### src/soc_pkg.sv
package soc_pkg;

    // Bus and payload types
    typedef logic [31:0] addr_t;
    typedef logic [63:0] data_t;
    typedef logic [7:0]  byte_t;
    typedef logic [3:0]  irq_vec_t;

    // RAM window
    localparam addr_t RAM_BASE          = 32'h0000_1000;
    localparam int    RAM_WORDS_DEFAULT = 1024;

    // Peripheral window
    localparam addr_t IO_BASE  = 32'h8000_0000;
    localparam addr_t IO_SPAN  = 32'h0000_2000;
    localparam int    IO_OFF_W = 13;

    // Register addresses inside the peripheral window
    localparam addr_t KEY_ADDR     = 32'h8000_0000;
    localparam addr_t UART_ADDR    = 32'h8000_0008;
    localparam addr_t SD_ADDR_REG  = 32'h8000_0010;
    localparam addr_t SD_READ_REG  = 32'h8000_0018;
    localparam addr_t SD_AVAIL_REG = 32'h8000_0020;
    localparam addr_t SD_BUF_BASE  = 32'h8000_1000;

    // One card sector
    localparam int SECTOR_BYTES_DEFAULT = 512;

endpackage
### src/region_decode.sv
module region_decode
    import soc_pkg::*;
#(
    parameter int RAM_WORDS = RAM_WORDS_DEFAULT
) (
    input  addr_t                          bus_address,
    output logic                           sel_ram,
    output logic                           sel_io,
    output logic                           sel_none,
    output logic [$clog2(RAM_WORDS)-1:0]   ram_index,
    output logic [IO_OFF_W-1:0]            io_offset
);

    localparam int    RAM_AW  = $clog2(RAM_WORDS);
    localparam addr_t RAM_END = RAM_BASE + addr_t'(RAM_WORDS * 4);
    localparam addr_t IO_END  = IO_BASE + IO_SPAN;

    addr_t ram_off;
    addr_t io_off;

    // Offsets relative to each window base
    assign ram_off = bus_address - RAM_BASE;
    assign io_off  = bus_address - IO_BASE;

    always_comb begin
        sel_ram = (bus_address >= RAM_BASE) && (bus_address < RAM_END);
        sel_io  = (bus_address >= IO_BASE) && (bus_address < IO_END);
        // Anything outside both windows answers zero
        sel_none = !sel_ram && !sel_io;
    end

    // Word index drops the byte lane bits
    assign ram_index = ram_off[RAM_AW+1:2];
    assign io_offset = io_off[IO_OFF_W-1:0];

endmodule

### config.mk
export PLATFORM = sky130hd
export DESIGN_NAME = region_decode
export DESIGN_NICKNAME = d
export VERILOG_FILES = /design/src/soc_pkg.sv /design/src/region_decode.sv
export SDC_FILE = /design/constraint.sdc
export NUM_CORES = 1
export LEC_CHECK = 0
export BUFFER_PORTS_ARGS = -buffer_cell sky130_fd_sc_hd__buf_2
export CORE_AREA = 4 4 41 43
export DETAILED_ROUTE_END_ITERATION = 10
export DIE_AREA = 0 0 45 47
export PLACE_DENSITY_LB_ADDON = 0.25
export REMOVE_ABC_BUFFERS = 1
export SLEW_MARGIN = 20
export SYNTH_ARGS = -nofsm -noshare
export SYNTH_HDL_FRONTEND = slang
export SYNTH_SLANG_ARGS = --single-unit
### constraint.sdc
create_clock -name vclk -period 1.1
set_input_delay 0.11 -clock vclk [all_inputs]
set_output_delay 0.11 -clock vclk [all_outputs]
set_load 0.03 [all_outputs]
==> flow_metrics.tcl <==
set metrics [dict create \
    die_w_um 45 \
    p_per_area_nw_per_um2 211 \
    core_area_um2 1300 \
    worstSetupStartpointType "primary input" \
    setup_ws_ns -0.365 \
    rows 13 \
    switchingPower_w 0.0000196 \
    crit_path_end_kind "output pin" \
    path_delay_family "simple AND/OR/NAND/NOR gates" \
    drc 0 \
    sw_frac_of_total 0.382 \
    grt_usage 0.0850 \
    yosys.cell_types.count 8 \
    gr-total-overflow 0 \
    boundaryPins 58 \
    cp.arrival_ns 1.35 \
    cp.required_ns 0.99 \
    ys_seq_area_frac 0 \
    hold_buffers 0 \
    die_area_um2 2120 \
    vdd_drop_max_mv 0.0707 \
    violations "negative setup slack" \
    synth_area_um2 246 \
    drt-met1-wl_um 373 \
    hp-class "in -> out" \
    dp_slack_ns -0.460 \
    p_total_w 0.0000512 \
    path_common_cell "buf_6" \
    met2_length_um 210 \
    path_class "in -> out" \
    grt_pass1_vias 252 \
    drt-initial-drc-count 0 \
    setup_viol 3 \
    buffer_ports.inserted 24 \
    critical_path.max_fanout 3 \
    timing.slew.headroom 0.846 \
    hold_viol 0 \
    start_util 0.189 \
    synth_warnings 0 \
    dr.max_layer_used "met3" \
    slowest_stage "or4_4" \
    n_antenna_cell 0 \
    fill_cells 160 \
    p_leak_nw 0.123 \
    finalMaxSlewViolations 0 \
    design.seq.count 0 \
    wl_met3_um 295 \
    syn2layout_area_growth_pct -1.52 \
    drv_cap 0 \
    path_buf_inv 2 \
    via_per_inst 4.42 \
    clkPwrFrac 0 \
    fin_nets 67 \
    routed_wl_um 880 \
    grt_pass1_wl_um 1310 \
    detail-route-antenna-nets 0 \
    grt_max_degree 4 \
    period_minus_slack_ns 1.46 \
    tightest_slew_ns 0.230 \
    min_period_over_period 1.33 \
    status "finished with violations" \
    cpPeakStageDelay_ns 0.53 \
    vias 212 \
    antenna_found_initial 0 \
    die_h_um 47 \
    ff_latch_area_um2 0 \
    mostFrequentLayoutCells "20 x buf_2, 3 x or4_1, 3 x buf_6" \
    final_common_cell "buf_2" \
    rsz0062_at_grt "yes" \
    max_freq_mhz 683 \
    drive_above_1_share 0.788 \
    cts_setup_buffers 0 \
    dr.pass1.iters 1 \
    nClkBuffers 0 \
    wl_per_cell_um 18.3 \
    p_int_w 0.0000317 \
    place_congestion 0.593 \
    syn_inst 32 \
    seqPwrFrac 0 \
    crit_chain "buf_6 -> or4_4 -> nor4_4 -> and4b_1 -> buf_6" \
    avgSynthCellArea_um2 7.70 \
    combPwrFrac 1.000 \
]
==> cell usage after synthesis <==
| cell | n | area, um^2 |
|---|---|---|
| buf_4 | 23 | 173 |
| nor2_1 | 1 | 3.75 |
| and3_1 | 1 | 6.26 |
| nor4_2 | 1 | 12.5 |
| o211ai_1 | 1 | 7.51 |
| or4_4 | 1 | 11.3 |
| or4_1 | 3 | 22.5 |
| and4b_1 | 1 | 10.0 |
==> metrics by stage <==
| stage | hold slack [ns] | std cells | TNS [ns] | instance area (um^2) | util |
|---|---|---|---|---|---|
| floorplan | 0.220 | 9 | -0.774 | 73.8 | - |
| global route | 0.220 | 48 | -1.25 | 243 | 0.187 |
| global placement | 0.220 | 48 | -1.16 | 213 | 0.163 |
| finish | 0.220 | 48 | -1.01 | 243 | 0.187 |
| detailed placement | 0.220 | 48 | -1.28 | 213 | 0.163 |
| CTS | 0.220 | 48 | -1.02 | 243 | 0.187 |
==> area by class of cell <==
class	count	area, um^2	share of cell area
Multi-Input combinational cell	9	82.6	0.340
Tap cell	15	18.8	0.0773
Timing Repair Buffer	24	141	0.582
==> power groups by stage <==
stage | logic, W | registers [W] | clock network, W
after floorplan | 0.00000471 | 0 | 0
after global placement | 0.0000480 | 0 | 0
after detailed placement | 0.0000474 | 0 | 0
after CTS | 0.0000522 | 0 | 0
after global routing | 0.0000563 | 0 | 0
final | 0.0000512 | 0 | 0
==> layer usage <==
metal,track usage,vias to the layer above
li1,-,91
met5,0,-
met2,0.0763,50
met4,0,0
met3,0.126,0
met1,0.108,71
==> worst paths after layout <==
check	depth (start not counted)	to	from
worst max-delay path	5	sel_ram	bus_address[29]
worst min-delay path	0	io_offset[0]	bus_address[0]
==> what timing repair did <==
item / 4_1_cts / 5_1_grt
endpoints found under the setup margin: 3 / 3
pin swaps: 1 / 2
gates resized for setup: 7 / 0
==> logic make-up after synthesis <==
| kind of cell | share of synthesized area |
|---|---|
| buf+inv | 0.701 |
| compound gates | 0.0305 |
| simple gates | 0.269 |
No activity file was read; power rests on OpenSTA's default activity.
