### src/soc_pkg.sv
package soc_pkg;

    // Bus and payload types
    typedef logic [31:0] addr_t;
    typedef logic [63:0] data_t;
    typedef logic [7:0]  byte_t;
    typedef logic [3:0]  irq_vec_t;

    // RAM window
    localparam addr_t RAM_BASE          = 32'h0000_1000;
    localparam int    RAM_WORDS_DEFAULT = 1024;

    // Peripheral window
    localparam addr_t IO_BASE  = 32'h8000_0000;
    localparam addr_t IO_SPAN  = 32'h0000_2000;
    localparam int    IO_OFF_W = 13;

    // Register addresses inside the peripheral window
    localparam addr_t KEY_ADDR     = 32'h8000_0000;
    localparam addr_t UART_ADDR    = 32'h8000_0008;
    localparam addr_t SD_ADDR_REG  = 32'h8000_0010;
    localparam addr_t SD_READ_REG  = 32'h8000_0018;
    localparam addr_t SD_AVAIL_REG = 32'h8000_0020;
    localparam addr_t SD_BUF_BASE  = 32'h8000_1000;

    // One card sector
    localparam int SECTOR_BYTES_DEFAULT = 512;

endpackage
### src/read_return.sv
module read_return
    import soc_pkg::*;
(
    input  logic  CLOCK_50,
    input  logic  KEY0,
    input  data_t ram_rdata,
    input  logic  ram_hit,
    input  data_t io_rdata,
    input  logic  io_hit,
    input  logic  sel_none,
    input  logic  bus_read_enable,
    output data_t bus_read_data,
    output logic  bus_read_done
);

    logic none_hit;

    // Unmapped marker lines up with the sides' one-cycle results
    always_ff @(posedge CLOCK_50 or negedge KEY0) begin
        if (!KEY0) begin
            none_hit      <= 1'b0;
            bus_read_done <= 1'b0;
        end else begin
            none_hit      <= bus_read_enable && sel_none;
            bus_read_done <= ram_hit || io_hit || none_hit;
        end
    end

    always_ff @(posedge CLOCK_50) begin
        if (ram_hit) begin
            bus_read_data <= ram_rdata;
        end else if (io_hit) begin
            bus_read_data <= io_rdata;
        end else if (none_hit) begin
            // Unmapped reads answer zero
            bus_read_data <= '0;
        end
    end

endmodule

### config.mk
export PLATFORM = sky130hd
export DESIGN_NAME = read_return
export DESIGN_NICKNAME = d
export VERILOG_FILES = /design/src/soc_pkg.sv /design/src/read_return.sv
export SDC_FILE = /design/constraint.sdc
export NUM_CORES = 1
export LEC_CHECK = 0
export BUFFER_PORTS_ARGS = -buffer_cell sky130_fd_sc_hd__buf_2
export CORE_ASPECT_RATIO = 0.9
export CORE_UTILIZATION = 43
export CTS_BUF_LIST = sky130_fd_sc_hd__clkbuf_8 sky130_fd_sc_hd__clkbuf_16
export DETAILED_ROUTE_END_ITERATION = 7
export GPL_TIMING_DRIVEN = 0
export MAX_ROUTING_LAYER = met4
export PLACE_DENSITY_LB_ADDON = 0.05
export SLEW_MARGIN = 15
export SYNTH_ARGS = -nofsm -noshare
export SYNTH_HDL_FRONTEND = slang
export SYNTH_SLANG_ARGS = --single-unit
### constraint.sdc
create_clock -name CLOCK_50 -period 6.6 [get_ports CLOCK_50]
set_input_delay 0.99 -clock CLOCK_50 [delete_from_list [all_inputs] [get_ports CLOCK_50]]
set_output_delay 0.99 -clock CLOCK_50 [all_outputs]
set_load 0.005 [all_outputs]
==> impl_metrics.env, run 1 <==
export IMPL_final_common_cell="buf_2"
export IMPL_tritoncts="yes"
export IMPL_syn_inst=149
export IMPL_post_cts_resized=0
export IMPL_clk_pin_slew_ps=70
export IMPL_grtUsageTotal=0.207
export IMPL_die_area_mm2=0.00653
export IMPL_gp_congestion=0.757
export IMPL_fin_area_mm2=0.00392
export IMPL_p_sw_frac=0.225
export IMPL_die_width_um=85.1
export IMPL_power_frac_seq=0.550
export IMPL_cts_root_buf="clkbuf_8"
export IMPL_ios=199
export IMPL_worstPathMaxFanout=65
export IMPL_crit_start="ram_hit"
export IMPL_start_util=0.459
export IMPL_io_buffer_count=198
export IMPL_first_iter_violations=58
export IMPL_viasPerCell=4.99
export IMPL_cp_num_buf_inv=2
export IMPL_clockPowerShare=0.303
export IMPL_hold_violations=0
export IMPL_run_status="finished clean"
export IMPL_placed_cell_area_mm2=0.00375
export IMPL_hpwl_um=5020
export IMPL_cts_buffers=9
export IMPL_tightestPinTransition_ps=822
export IMPL_path_cells="buf_2 > buf_4 > or3_4"
export IMPL_p_leak_nw=1.93
export IMPL_use_met2=0.350
export IMPL_antenna_found_initial=0
export IMPL_met3_usage=0.0560
export IMPL_grt_max_degree=66
export IMPL_grt_busiest_layer="met2"
export IMPL_vias=2159
export IMPL_hp_class="input port to asynchronous set/reset pin"
export IMPL_yosysWarnings=0
export IMPL_combPwrFrac=0.147
export IMPL_synth_distinct_cells=12
export IMPL_switchingPower_mw=0.209
export IMPL_syn_area_mm2=0.00267
export IMPL_yosysSeqAreaShare=0.738
export IMPL_fin_skew_ps=3.36
export IMPL_clockBufferDepth=2
export IMPL_row_count=26
export IMPL_min_period_over_period=0.310
export IMPL_synth_seq_cells=66
export IMPL_crit_path_start_kind="input port"
export IMPL_vdd_drop_max_uv=139
export IMPL_core_area_mm2=0.00582
export IMPL_setup_viol_count_final=0
export IMPL_tns_ps=0
export IMPL_worstPathRequired_ps=6560
export IMPL_cts_setup_buffers=0
export IMPL_wire_per_inst_um=15.2
export IMPL_cp_slowest_stage_delay_ps=690
export IMPL_p_int_mw=0.722
export IMPL_insertion_delay_ps=330
export IMPL_crit_arrival_ps=2010
export IMPL_period_minus_slack_ps=2050
export IMPL_endpoint_kind="flop"
export IMPL_fmax_ghz=0.488
export IMPL_nNetsFinal=492
export IMPL_cp_slowest_cell="or3_4"
export IMPL_area_growth_pct=46.7
export IMPL_layout_common_cells="buf_2, edfxtp_1, a22o_1"
export IMPL_worstReg2RegStart="none_hit$_DFF_PN0_"
export IMPL_antenna_cells=0
export IMPL_hold_slack_ps=429
export IMPL_cts_hold_buf=0
export IMPL_finalMaxSlewViolations=0
export IMPL_grt_overflow=0
export IMPL_cts_sinks=66
export IMPL_critPathTopFamily="simple AND/OR/NAND/NOR gates"
export IMPL_p_per_area_mw_per_mm2=238
export IMPL_grt_pass1_wl_um=9650
export IMPL_slew_headroom=0.452
export IMPL_firstDrtPassIters=4
export IMPL_fp_dieH_um=76.8
export IMPL_syn_avg_cell_area_um2=17.9
export IMPL_drc=0
export IMPL_postRouteAntennaNets=0
export IMPL_syn_nets=283
export IMPL_grt_pass1_vias=2025
export IMPL_max_cap_violations=0
export IMPL_critical_path_class="input port to flop"
export IMPL_grtUsageMet1=0.226
export IMPL_drive_gt1_frac=0.620
export IMPL_htreeDepth=3
export IMPL_wl_um=6580
export IMPL_rsz0062_at_grt="false"
==> per-layer routing <==
| layer | vias up | wire length (µm) |
|---|---|---|
| li1 | 1047 | - |
| met2 | 116 | 3420 |
| met3 | 15 | 522 |
| met5 | - | 0 |
| met1 | 981 | 2470 |
| met4 | 0 | 157 |
==> cells by family after synthesis <==
| logic type | after synthesis | synth area share |
|---|---|---|
| DFF | 66 | 0.738 |
| AOI/OAI and AO/OA | 64 | 0.208 |
| buffers and inverters | 14 | 0.0426 |
| and+or+nand+nor | 5 | 0.0108 |
==> synthesized netlist by cell type (all sizes together) <==
| master | number | area, µm² |
|---|---|---|
| buf | 12 | 106 |
| nand2 | 2 | 7.51 |
| a22o | 63 | 552 |
| o21ai | 1 | 5.00 |
| nor2b | 1 | 8.76 |
| edfxtp | 64 | 1920 |
| and2 | 1 | 6.26 |
| or3 | 1 | 6.26 |
| clkbuf | 2 | 7.51 |
| dfrtp | 2 | 50.1 |
==> cell type report <==
type | count | area [µm²]
well taps | 70 | 87.6
fillers | 461 | 1900
multi-input cells | 69 | 591
repair buffers | 198 | 991
clock buffers | 10 | 138
flip-flops and latches | 66 | 1970
clock inverters | 6 | 26.3
plain buffers | 14 | 114
==> final timing paths <==
check	endpoint	slack, ps	cells past startpoint
max	bus_read_data[26]$_DFFE_PP_	4550	3
max reg2reg	bus_read_data[26]$_DFFE_PP_	5220	1
max in group asynchronous	none_hit$_DFF_PN0_	6070	1
min reg2reg	bus_read_done$_DFF_PN0_	1130	1
min	bus_read_done$_DFF_PN0_	430	1
min in group CLOCK_50	none_hit$_DFF_PN0_	880	2
==> power by group through the flow <==
stage / combinational (mW) / sequential (mW) / clock, mW
2_1_floorplan: 0.0461 / 0.528 / 0
3_3_place_gp: 0.136 / 0.521 / 0
3_5_place_dp: 0.139 / 0.521 / 0
4_1_cts: 0.139 / 0.513 / 0.287
5_1_grt: 0.150 / 0.515 / 0.307
6_report: 0.137 / 0.512 / 0.283
==> metrics by stage <==
| step | util | power (mW) | worst slack [ps] | std cells |
|---|---|---|---|---|
| 2_1_floorplan | - | 0.574 | 3620 | 149 |
| 3_3_place_gp | 0.644 | 0.657 | 2950 | 417 |
| 3_5_place_dp | 0.645 | 0.660 | 4190 | 417 |
| 4_1_cts | 0.673 | 0.939 | 4540 | 433 |
| 5_1_grt | 0.673 | 0.973 | 4470 | 433 |
| 6_report | 0.673 | 0.932 | 4550 | 433 |
==> flip-flops by register name, summed over array words and instances, names as in the netlist <==
register,flops
bus_read_data,64
bus_read_done,1
none_hit,1
(Power assumes the default switching activity.)
==> run 2, diff against run 1 <==
--- a/config.mk
+++ b/config.mk
@@ -5,9 +5,10 @@
 export SDC_FILE = /design/constraint.sdc
 export NUM_CORES = 1
 export LEC_CHECK = 0
+export ABC_AREA = 1
 export BUFFER_PORTS_ARGS = -buffer_cell sky130_fd_sc_hd__buf_2
 export CORE_ASPECT_RATIO = 0.9
-export CORE_UTILIZATION = 43
+export CORE_UTILIZATION = 42
 export CTS_BUF_LIST = sky130_fd_sc_hd__clkbuf_8 sky130_fd_sc_hd__clkbuf_16
 export DETAILED_ROUTE_END_ITERATION = 7
 export GPL_TIMING_DRIVEN = 0
==> constraint.sdc (replaced) <==
create_clock -name CLOCK_50 -period 2 [get_ports CLOCK_50]
set_input_delay 0.3 -clock CLOCK_50 [delete_from_list [all_inputs] [get_ports CLOCK_50]]
set_output_delay 0.3 -clock CLOCK_50 [all_outputs]
set_load 0.005 [all_outputs]
==> run 2 against run 1 <==
Compared with the run above:
- design area increased by 10%
- critical endpoint is now bus_read_data[46]$_DFFE_PP_
- area after synthesis is 12% higher
- largest cell class unchanged
- highest routed layer unchanged
- clock power grew to 3.6 times the previous value
- largest power group unchanged
- hold slack worse by 280 ps
- first-iteration DRC count increased by 100%
- non-clock buffer count rose by 8
- clock-buffer cell count is 2 higher
==> impl_metrics.env, run 2 <==
export IMPL_switchingPower_mw=0.763
export IMPL_layout_common_cells="buf_2, nand2_1, nand3_1, edfxtp_1, clkbuf_8"
export IMPL_reg_top3="bus_read_data (64), bus_read_done (1), none_hit (1)"
export IMPL_start_util=0.445
export IMPL_cts_root_buf="clkbuf_8"
export IMPL_synthSimpleGateAreaFrac=0.271
export IMPL_drc=0
export IMPL_tightestPinTransition_ps=390
export IMPL_die_width_um=91
export IMPL_final_common_cell="buf_2"
export IMPL_syn_inst=284
export IMPL_nNetsFinal=628
export IMPL_core_area_mm2=0.00673
export IMPL_synth_commonest_cells="nand2_1, edfxtp_1, nand3_1"
export IMPL_tritoncts="yes"
export IMPL_period_minus_slack_ps=1340
export IMPL_worstPathRequired_ps=2070
export IMPL_clockPowerShare=0.320
export IMPL_wire_per_inst_um=13.3
export IMPL_crit_arrival_ps=1420
export IMPL_setup_viol_count_final=0
export IMPL_power_frac_seq=0.524
export IMPL_grt_pass1_vias=2478
export IMPL_rsz0062_at_grt="false"
export IMPL_regMostFlops="bus_read_data"
export IMPL_p_leak_nw=2.31
export IMPL_syn_avg_cell_area_um2=10.5
export IMPL_p_int_mw=2.46
export IMPL_area_growth_pct=44.1
export IMPL_max_cap_violations=0
export IMPL_synth_top_family_by_area="simple AND/OR/NAND/NOR gates"
export IMPL_clockBufferDepth=2
export IMPL_synth_top_area_cell="edfxtp_1"
export IMPL_num_fill_cells=595
export IMPL_insertion_delay_ps=330
export IMPL_antenna_cells=0
export IMPL_p_sw_frac=0.237
export IMPL_cts_hold_buf=1
export IMPL_syn_area_mm2=0.00299
export IMPL_yosys_top_cells_area="edfxtp_1, nand2_1, nand3_1, buf_6, buf_4"
export IMPL_first_iter_violations=116
export IMPL_synthAdderAreaFrac=0
export IMPL_slew_headroom=0.740
export IMPL_utilization=0.642
export IMPL_firstDrtPassIters=4
export IMPL_muxShareOfSynthArea=0
export IMPL_hold_violations=0
export IMPL_io_buffer_count=197
export IMPL_synth_top_area_frac=0.642
export IMPL_yosysSeqAreaShare=0.659
export IMPL_postRouteAntennaNets=0
export IMPL_synth_distinct_cells=11
export IMPL_row_count=28
export IMPL_gp_congestion=0.790
export IMPL_p_per_area_mw_per_mm2=746
export IMPL_viasPerCell=4.77
export IMPL_finalMaxSlewViolations=0
export IMPL_grt_pass1_wl_um=11700
export IMPL_synth_edf_count=64
export IMPL_fp_dieH_um=82.1
export IMPL_min_period_over_period=0.672
export IMPL_synth_most_common_cell="nand2_1"
export IMPL_vias=2808
export IMPL_synth_compound_area_frac=0
export IMPL_crit_path_start_kind="flop"
export IMPL_clk_pin_slew_ps=70
export IMPL_die_area_mm2=0.00747
export IMPL_post_cts_resized=0
export IMPL_cts_buffers=9
export IMPL_worstPathMaxFanout=38
export IMPL_vdd_drop_max_uv=484
export IMPL_cts_setup_buffers=0
export IMPL_drive_gt1_frac=0.471
export IMPL_grt_overflow=0
export IMPL_combPwrFrac=0.155
export IMPL_cts_sinks=66
export IMPL_grt_max_degree=39
export IMPL_ios=199
export IMPL_htreeDepth=3
export IMPL_fin_skew_ps=8.99
export IMPL_syn_nets=418
export IMPL_synth_seq_cells=66
export IMPL_synthXorXnorAreaFrac=0
export IMPL_antenna_found_initial=0
export IMPL_largest_reg_flops=64
export IMPL_yosysWarnings=0
export IMPL_grtUsageTotal=0.213
export IMPL_hp_class="input port to flop"
export IMPL_endpoint_kind="flop"
export IMPL_run_status="finished clean"
export IMPL_synth_async_sr_flop_share=0.0303
export IMPL_fmax_ghz=0.744
export IMPL_synth_flop_cell="edfxtp_1"
export IMPL_hpwl_um=5750
export IMPL_wl_um=7820
export IMPL_finalPower_mw=3.22
export IMPL_critical_path_class="flop to flop"
## run 2: changes by cell type after synthesis, moves of 2 or more
cell / before / now
clkbuf_8: 0 / 2
nand3_1: 0 / 64
buf_6: 7 / 10
buf_2: 4 / 2
buf_4: 1 / 7
a22o_1: 63 / 0
clkbuf_1: 2 / 0
nand2_1: 2 / 130
## run 2: final timing paths
check / startpoint / to / slack (ps) / depth (start not counted)
setup reg to reg: none_hit$_DFF_PN0_ / bus_read_data[46]$_DFFE_PP_ / 660 / 3
max in group asynchronous: KEY0 / none_hit$_DFF_PN0_ / 1640 / 2
setup / recovery: none_hit$_DFF_PN0_ / bus_read_data[46]$_DFFE_PP_ / 660 / 3
hold reg to reg: none_hit$_DFF_PN0_ / bus_read_done$_DFF_PN0_ / 790 / 2
hold / removal: sel_none / none_hit$_DFF_PN0_ / 150 / 3
min in group asynchronous: KEY0 / bus_read_done$_DFF_PN0_ / 270 / 2
## run 2: per-layer routing
metal	vias to the layer above	global-route usage	routed length [µm]
li1	1380	-	-
met1	1282	0.233	3020
met2	136	0.363	3910
met3	10	0.0723	770
met4	0	0.0873	116
met5	-	-	0
## run 2: stage by stage
stage                     hold WS [ps]  TNS [ps]  std cells  setup slack, ps  area, µm²
after floorplan                   4.41         0        284              164       3000
after global placement            86.3    -17000        571             -267       4100
after detailed placement          86.3         0        572              320       4120
after CTS                          131         0        589              657       4320
after global routing               153         0        589              554       4320
final                              148         0        589              656       4320
## run 2: area by class of cell
type / count / area [µm²] / share of cell area
plain buffers: 21 / 203 / 0.0470
clock buffers: 12 / 165 / 0.0383
clock inverters: 4 / 20.0 / 0.00464
inverters: 2 / 7.51 / 0.00174
repair buffers: 199 / 1020 / 0.235
multi-input cells: 195 / 820 / 0.190
flip-flops and latches: 66 / 1970 / 0.457
well taps: 90 / 113 / 0.0261
## run 2: power by group through the flow
| stage | Clock (mW) | Combinational [mW] | Sequential (mW) |
|---|---|---|---|
| global route | 1.11 | 0.559 | 1.70 |
| detailed placement | 0 | 0.505 | 1.72 |
| CTS | 1.05 | 0.508 | 1.69 |
| global placement | 0 | 0.492 | 1.72 |
| floorplan | 0 | 0.182 | 1.74 |
| finish | 1.03 | 0.501 | 1.69 |
## run 2: kinds of logic (layout without fill, tap and decap cells)
logic type / count (synthesis) / count (layout)
simple gates: 195 / 195
buf+inv: 23 / 238
flops: 66 / 66
## run 2: critical path, cell delays in order (launching register included)
cell and delay [ps]:
dfrtp_1 360, nor2_1 170, nand2_4 260, buf_12 280
==> run 3, diff against run 2 <==
--- a/config.mk
+++ b/config.mk
@@ -8,7 +8,7 @@
 export ABC_AREA = 1
 export BUFFER_PORTS_ARGS = -buffer_cell sky130_fd_sc_hd__buf_2
 export CORE_ASPECT_RATIO = 0.9
-export CORE_UTILIZATION = 42
+export CORE_UTILIZATION = 38
 export CTS_BUF_LIST = sky130_fd_sc_hd__clkbuf_8 sky130_fd_sc_hd__clkbuf_16
 export DETAILED_ROUTE_END_ITERATION = 7
 export GPL_TIMING_DRIVEN = 0
==> constraint.sdc (replaced) <==
create_clock -name CLOCK_50 -period 1.1 [get_ports CLOCK_50]
set_input_delay 0.165 -clock CLOCK_50 [delete_from_list [all_inputs] [get_ports CLOCK_50]]
set_output_delay 0.165 -clock CLOCK_50 [all_outputs]
set_load 0.005 [all_outputs]
==> run 3 against run 2 <==
Compared with the run above:
- sequential power is 82% higher
- first-iteration DRC count is 41% lower
- largest power group unchanged
- register-to-register slack worse by 640 ps
- largest cell class unchanged
- highest routed layer unchanged
- die area is 10% higher
==> impl_metrics.env, run 3 (same netlist as run 2, synthesis figures left out) <==
export IMPL_run_status="finished clean"
export IMPL_period_minus_slack_ps=1080
export IMPL_num_fill_cells=681
export IMPL_firstDrtPassIters=4
export IMPL_clk_pin_slew_ps=70
export IMPL_cp_depth=3
export IMPL_hold_violations=0
export IMPL_gp_congestion=0.743
export IMPL_clockPowerShare=0.318
export IMPL_min_path_cells=3
export IMPL_cp_slowest_cell="dfrtp_1"
export IMPL_htreeDepth=3
export IMPL_grtUsageTotal=0.207
export IMPL_fp_dieH_um=86.2
export IMPL_vias=2813
export IMPL_placed_cell_area_mm2=0.00414
export IMPL_worstPathRequired_ps=1150
export IMPL_combPwrFrac=0.162
export IMPL_layout_common_cells="buf_2, nand2_1, nand3_1, edfxtp_1"
export IMPL_tritoncts="yes"
export IMPL_critPathTopFamily="flip-flops"
export IMPL_crit_start="none_hit$_DFF_PN0_"
export IMPL_antenna_cells=0
export IMPL_min_period_over_period=0.986
export IMPL_cts_sinks=66
export IMPL_critical_path_class="flop to flop"
export IMPL_fin_skew_ps=4.71
export IMPL_start_util=0.395
export IMPL_final_cell_count_no_fill=597
export IMPL_grt_overflow=0
export IMPL_row_count=30
export IMPL_wl_um=8190
export IMPL_clockBufferDepth=2
export IMPL_regMostFlops="bus_read_data"
export IMPL_crit_arrival_ps=1130
export IMPL_crit_path_start_kind="flop"
export IMPL_ios=199
export IMPL_final_common_cell="buf_2"
export IMPL_p_leak_nw=2.31
export IMPL_antenna_found_initial=0
export IMPL_switchingPower_mw=1.41
export IMPL_grt_pass1_vias=2667
export IMPL_postRouteAntennaNets=0
export IMPL_cp_slowest_stage_delay_ps=400
export IMPL_path_cells="nor2_4 > buf_12 > nand2_8"
export IMPL_wire_per_inst_um=13.7
export IMPL_core_area_mm2=0.00758
export IMPL_reg_top3="bus_read_data (64), bus_read_done (1), none_hit (1)"
export IMPL_drive_gt1_frac=0.471
export IMPL_tightestPinTransition_ps=550
export IMPL_die_area_mm2=0.00824
export IMPL_r2r_worst_path_cells=3
export IMPL_fin_area_mm2=0.00440
export IMPL_worstPathMaxFanout=17
export IMPL_power_frac_seq=0.520
export IMPL_grt_pass1_wl_um=12300
export IMPL_largest_reg_flops=64
export IMPL_p_per_area_mw_per_mm2=1340
export IMPL_grt_max_degree=18
export IMPL_io_buffer_count=197
export IMPL_finalMaxSlewViolations=0
export IMPL_dp_cells=577
export IMPL_hp_start="sel_none"
export IMPL_vdd_drop_max_uv=711
export IMPL_die_width_um=95.6
export IMPL_cp_num_buf_inv=1
export IMPL_hpwl_um=5670
export IMPL_hp_class="input port to flop"
export IMPL_p_int_mw=4.50
export IMPL_setup_viol_count_final=0
export IMPL_area_growth_pct=46.9
export IMPL_p_sw_frac=0.238
export IMPL_cts_buffers=9
export IMPL_slew_headroom=0.634
export IMPL_first_iter_violations=68
export IMPL_cts_root_buf="clkbuf_8"
export IMPL_rsz0062_at_grt="true"
export IMPL_drc=0
export IMPL_viasPerCell=4.71
export IMPL_fmax_ghz=0.922
export IMPL_insertion_delay_ps=330
export IMPL_nNetsFinal=631
export IMPL_worstReg2RegStart="none_hit$_DFF_PN0_"
export IMPL_endpoint_kind="flop"
export IMPL_max_cap_violations=0
==> run 3: cell types whose count changed in the layout (fill, tap and decap cells not counted), moves of 2 or more <==
| cell | delta |
|---|---|
| clkinv_1 | +3 |
| nand2_8 | +4 |
| buf_4 | -2 |
| clkbuf_8 | -3 |
==> run 3: timing repair <==
item                                   4_1_cts  5_1_grt
hold buffers                                 1        0
pin swaps                                    2        0
gates cloned                                 3        0
endpoints found under the hold margin        2        0
setup buffers                                1        0
resized for setup                            1        2
setup endpoints to repair                   65       31
==> run 3: per-layer routing <==
| layer | up-vias | GRT usage | share of wire |
|---|---|---|---|
| met5 | - | - | 0 |
| met4 | 0 | 0.0746 | 0.021 |
| met3 | 18 | 0.0693 | 0.075 |
| met2 | 129 | 0.347 | 0.50 |
| met1 | 1274 | 0.228 | 0.40 |
| li1 | 1392 | - | - |
==> run 3: tightest hold or removal path: cells and delay by family <==
kind                   cells  cell delay [ps]
and+or+nand+nor            1               40
buffers and inverters      2              110
==> run 3: path summary, 6_finish.rpt <==
check	to	slack (ps)
min	none_hit$_DFF_PN0_	20
min reg2reg	bus_read_done$_DFF_PN0_	770
max reg2reg	bus_read_data[31]$_DFFE_PP_	20
min in group asynchronous	bus_read_done$_DFF_PN0_	140
max	bus_read_data[31]$_DFFE_PP_	20
max in group asynchronous	none_hit$_DFF_PN0_	870
==> run 3: metrics by stage <==
| stage | setup TNS [ps] | worst slack (ps) | util | hold WS (ps) | power (mW) |
|---|---|---|---|---|---|
| 6_report | 0 | 15.2 | 0.580 | 20.4 | 5.90 |
| 5_1_grt | -816 | -22.6 | 0.580 | 9.13 | 6.17 |
| 4_1_cts | -623 | -22.2 | 0.578 | 4.25 | 5.96 |
| 3_5_place_dp | -15910 | -250 | 0.545 | -47.1 | 4.04 |
| 3_3_place_gp | -15460 | -242 | 0.545 | -47.9 | 4.03 |
| 2_1_floorplan | -351 | -5.49 | - | -131 | 3.51 |
==> run 3: power by group through the flow <==
stage | Clock [mW] | Combinational, mW | Sequential [mW]
final | 1.88 | 0.956 | 3.07
after global routing | 2.01 | 1.07 | 3.09
after CTS | 1.93 | 0.962 | 3.07
after detailed placement | 0 | 0.920 | 3.12
after global placement | 0 | 0.909 | 3.12
after floorplan | 0 | 0.345 | 3.17
==> run 3: layout make-up <==
cell class	instances	area, µm²	share of cell area
plain buffers	21	214	0.0486
clock buffers	9	124	0.0282
clock inverters	6	50.0	0.0114
inverters	2	7.51	0.00171
multi-input cells	198	896	0.204
flip-flops and latches	66	1970	0.448
well taps	96	120	0.0273
repair buffers	199	1020	0.231
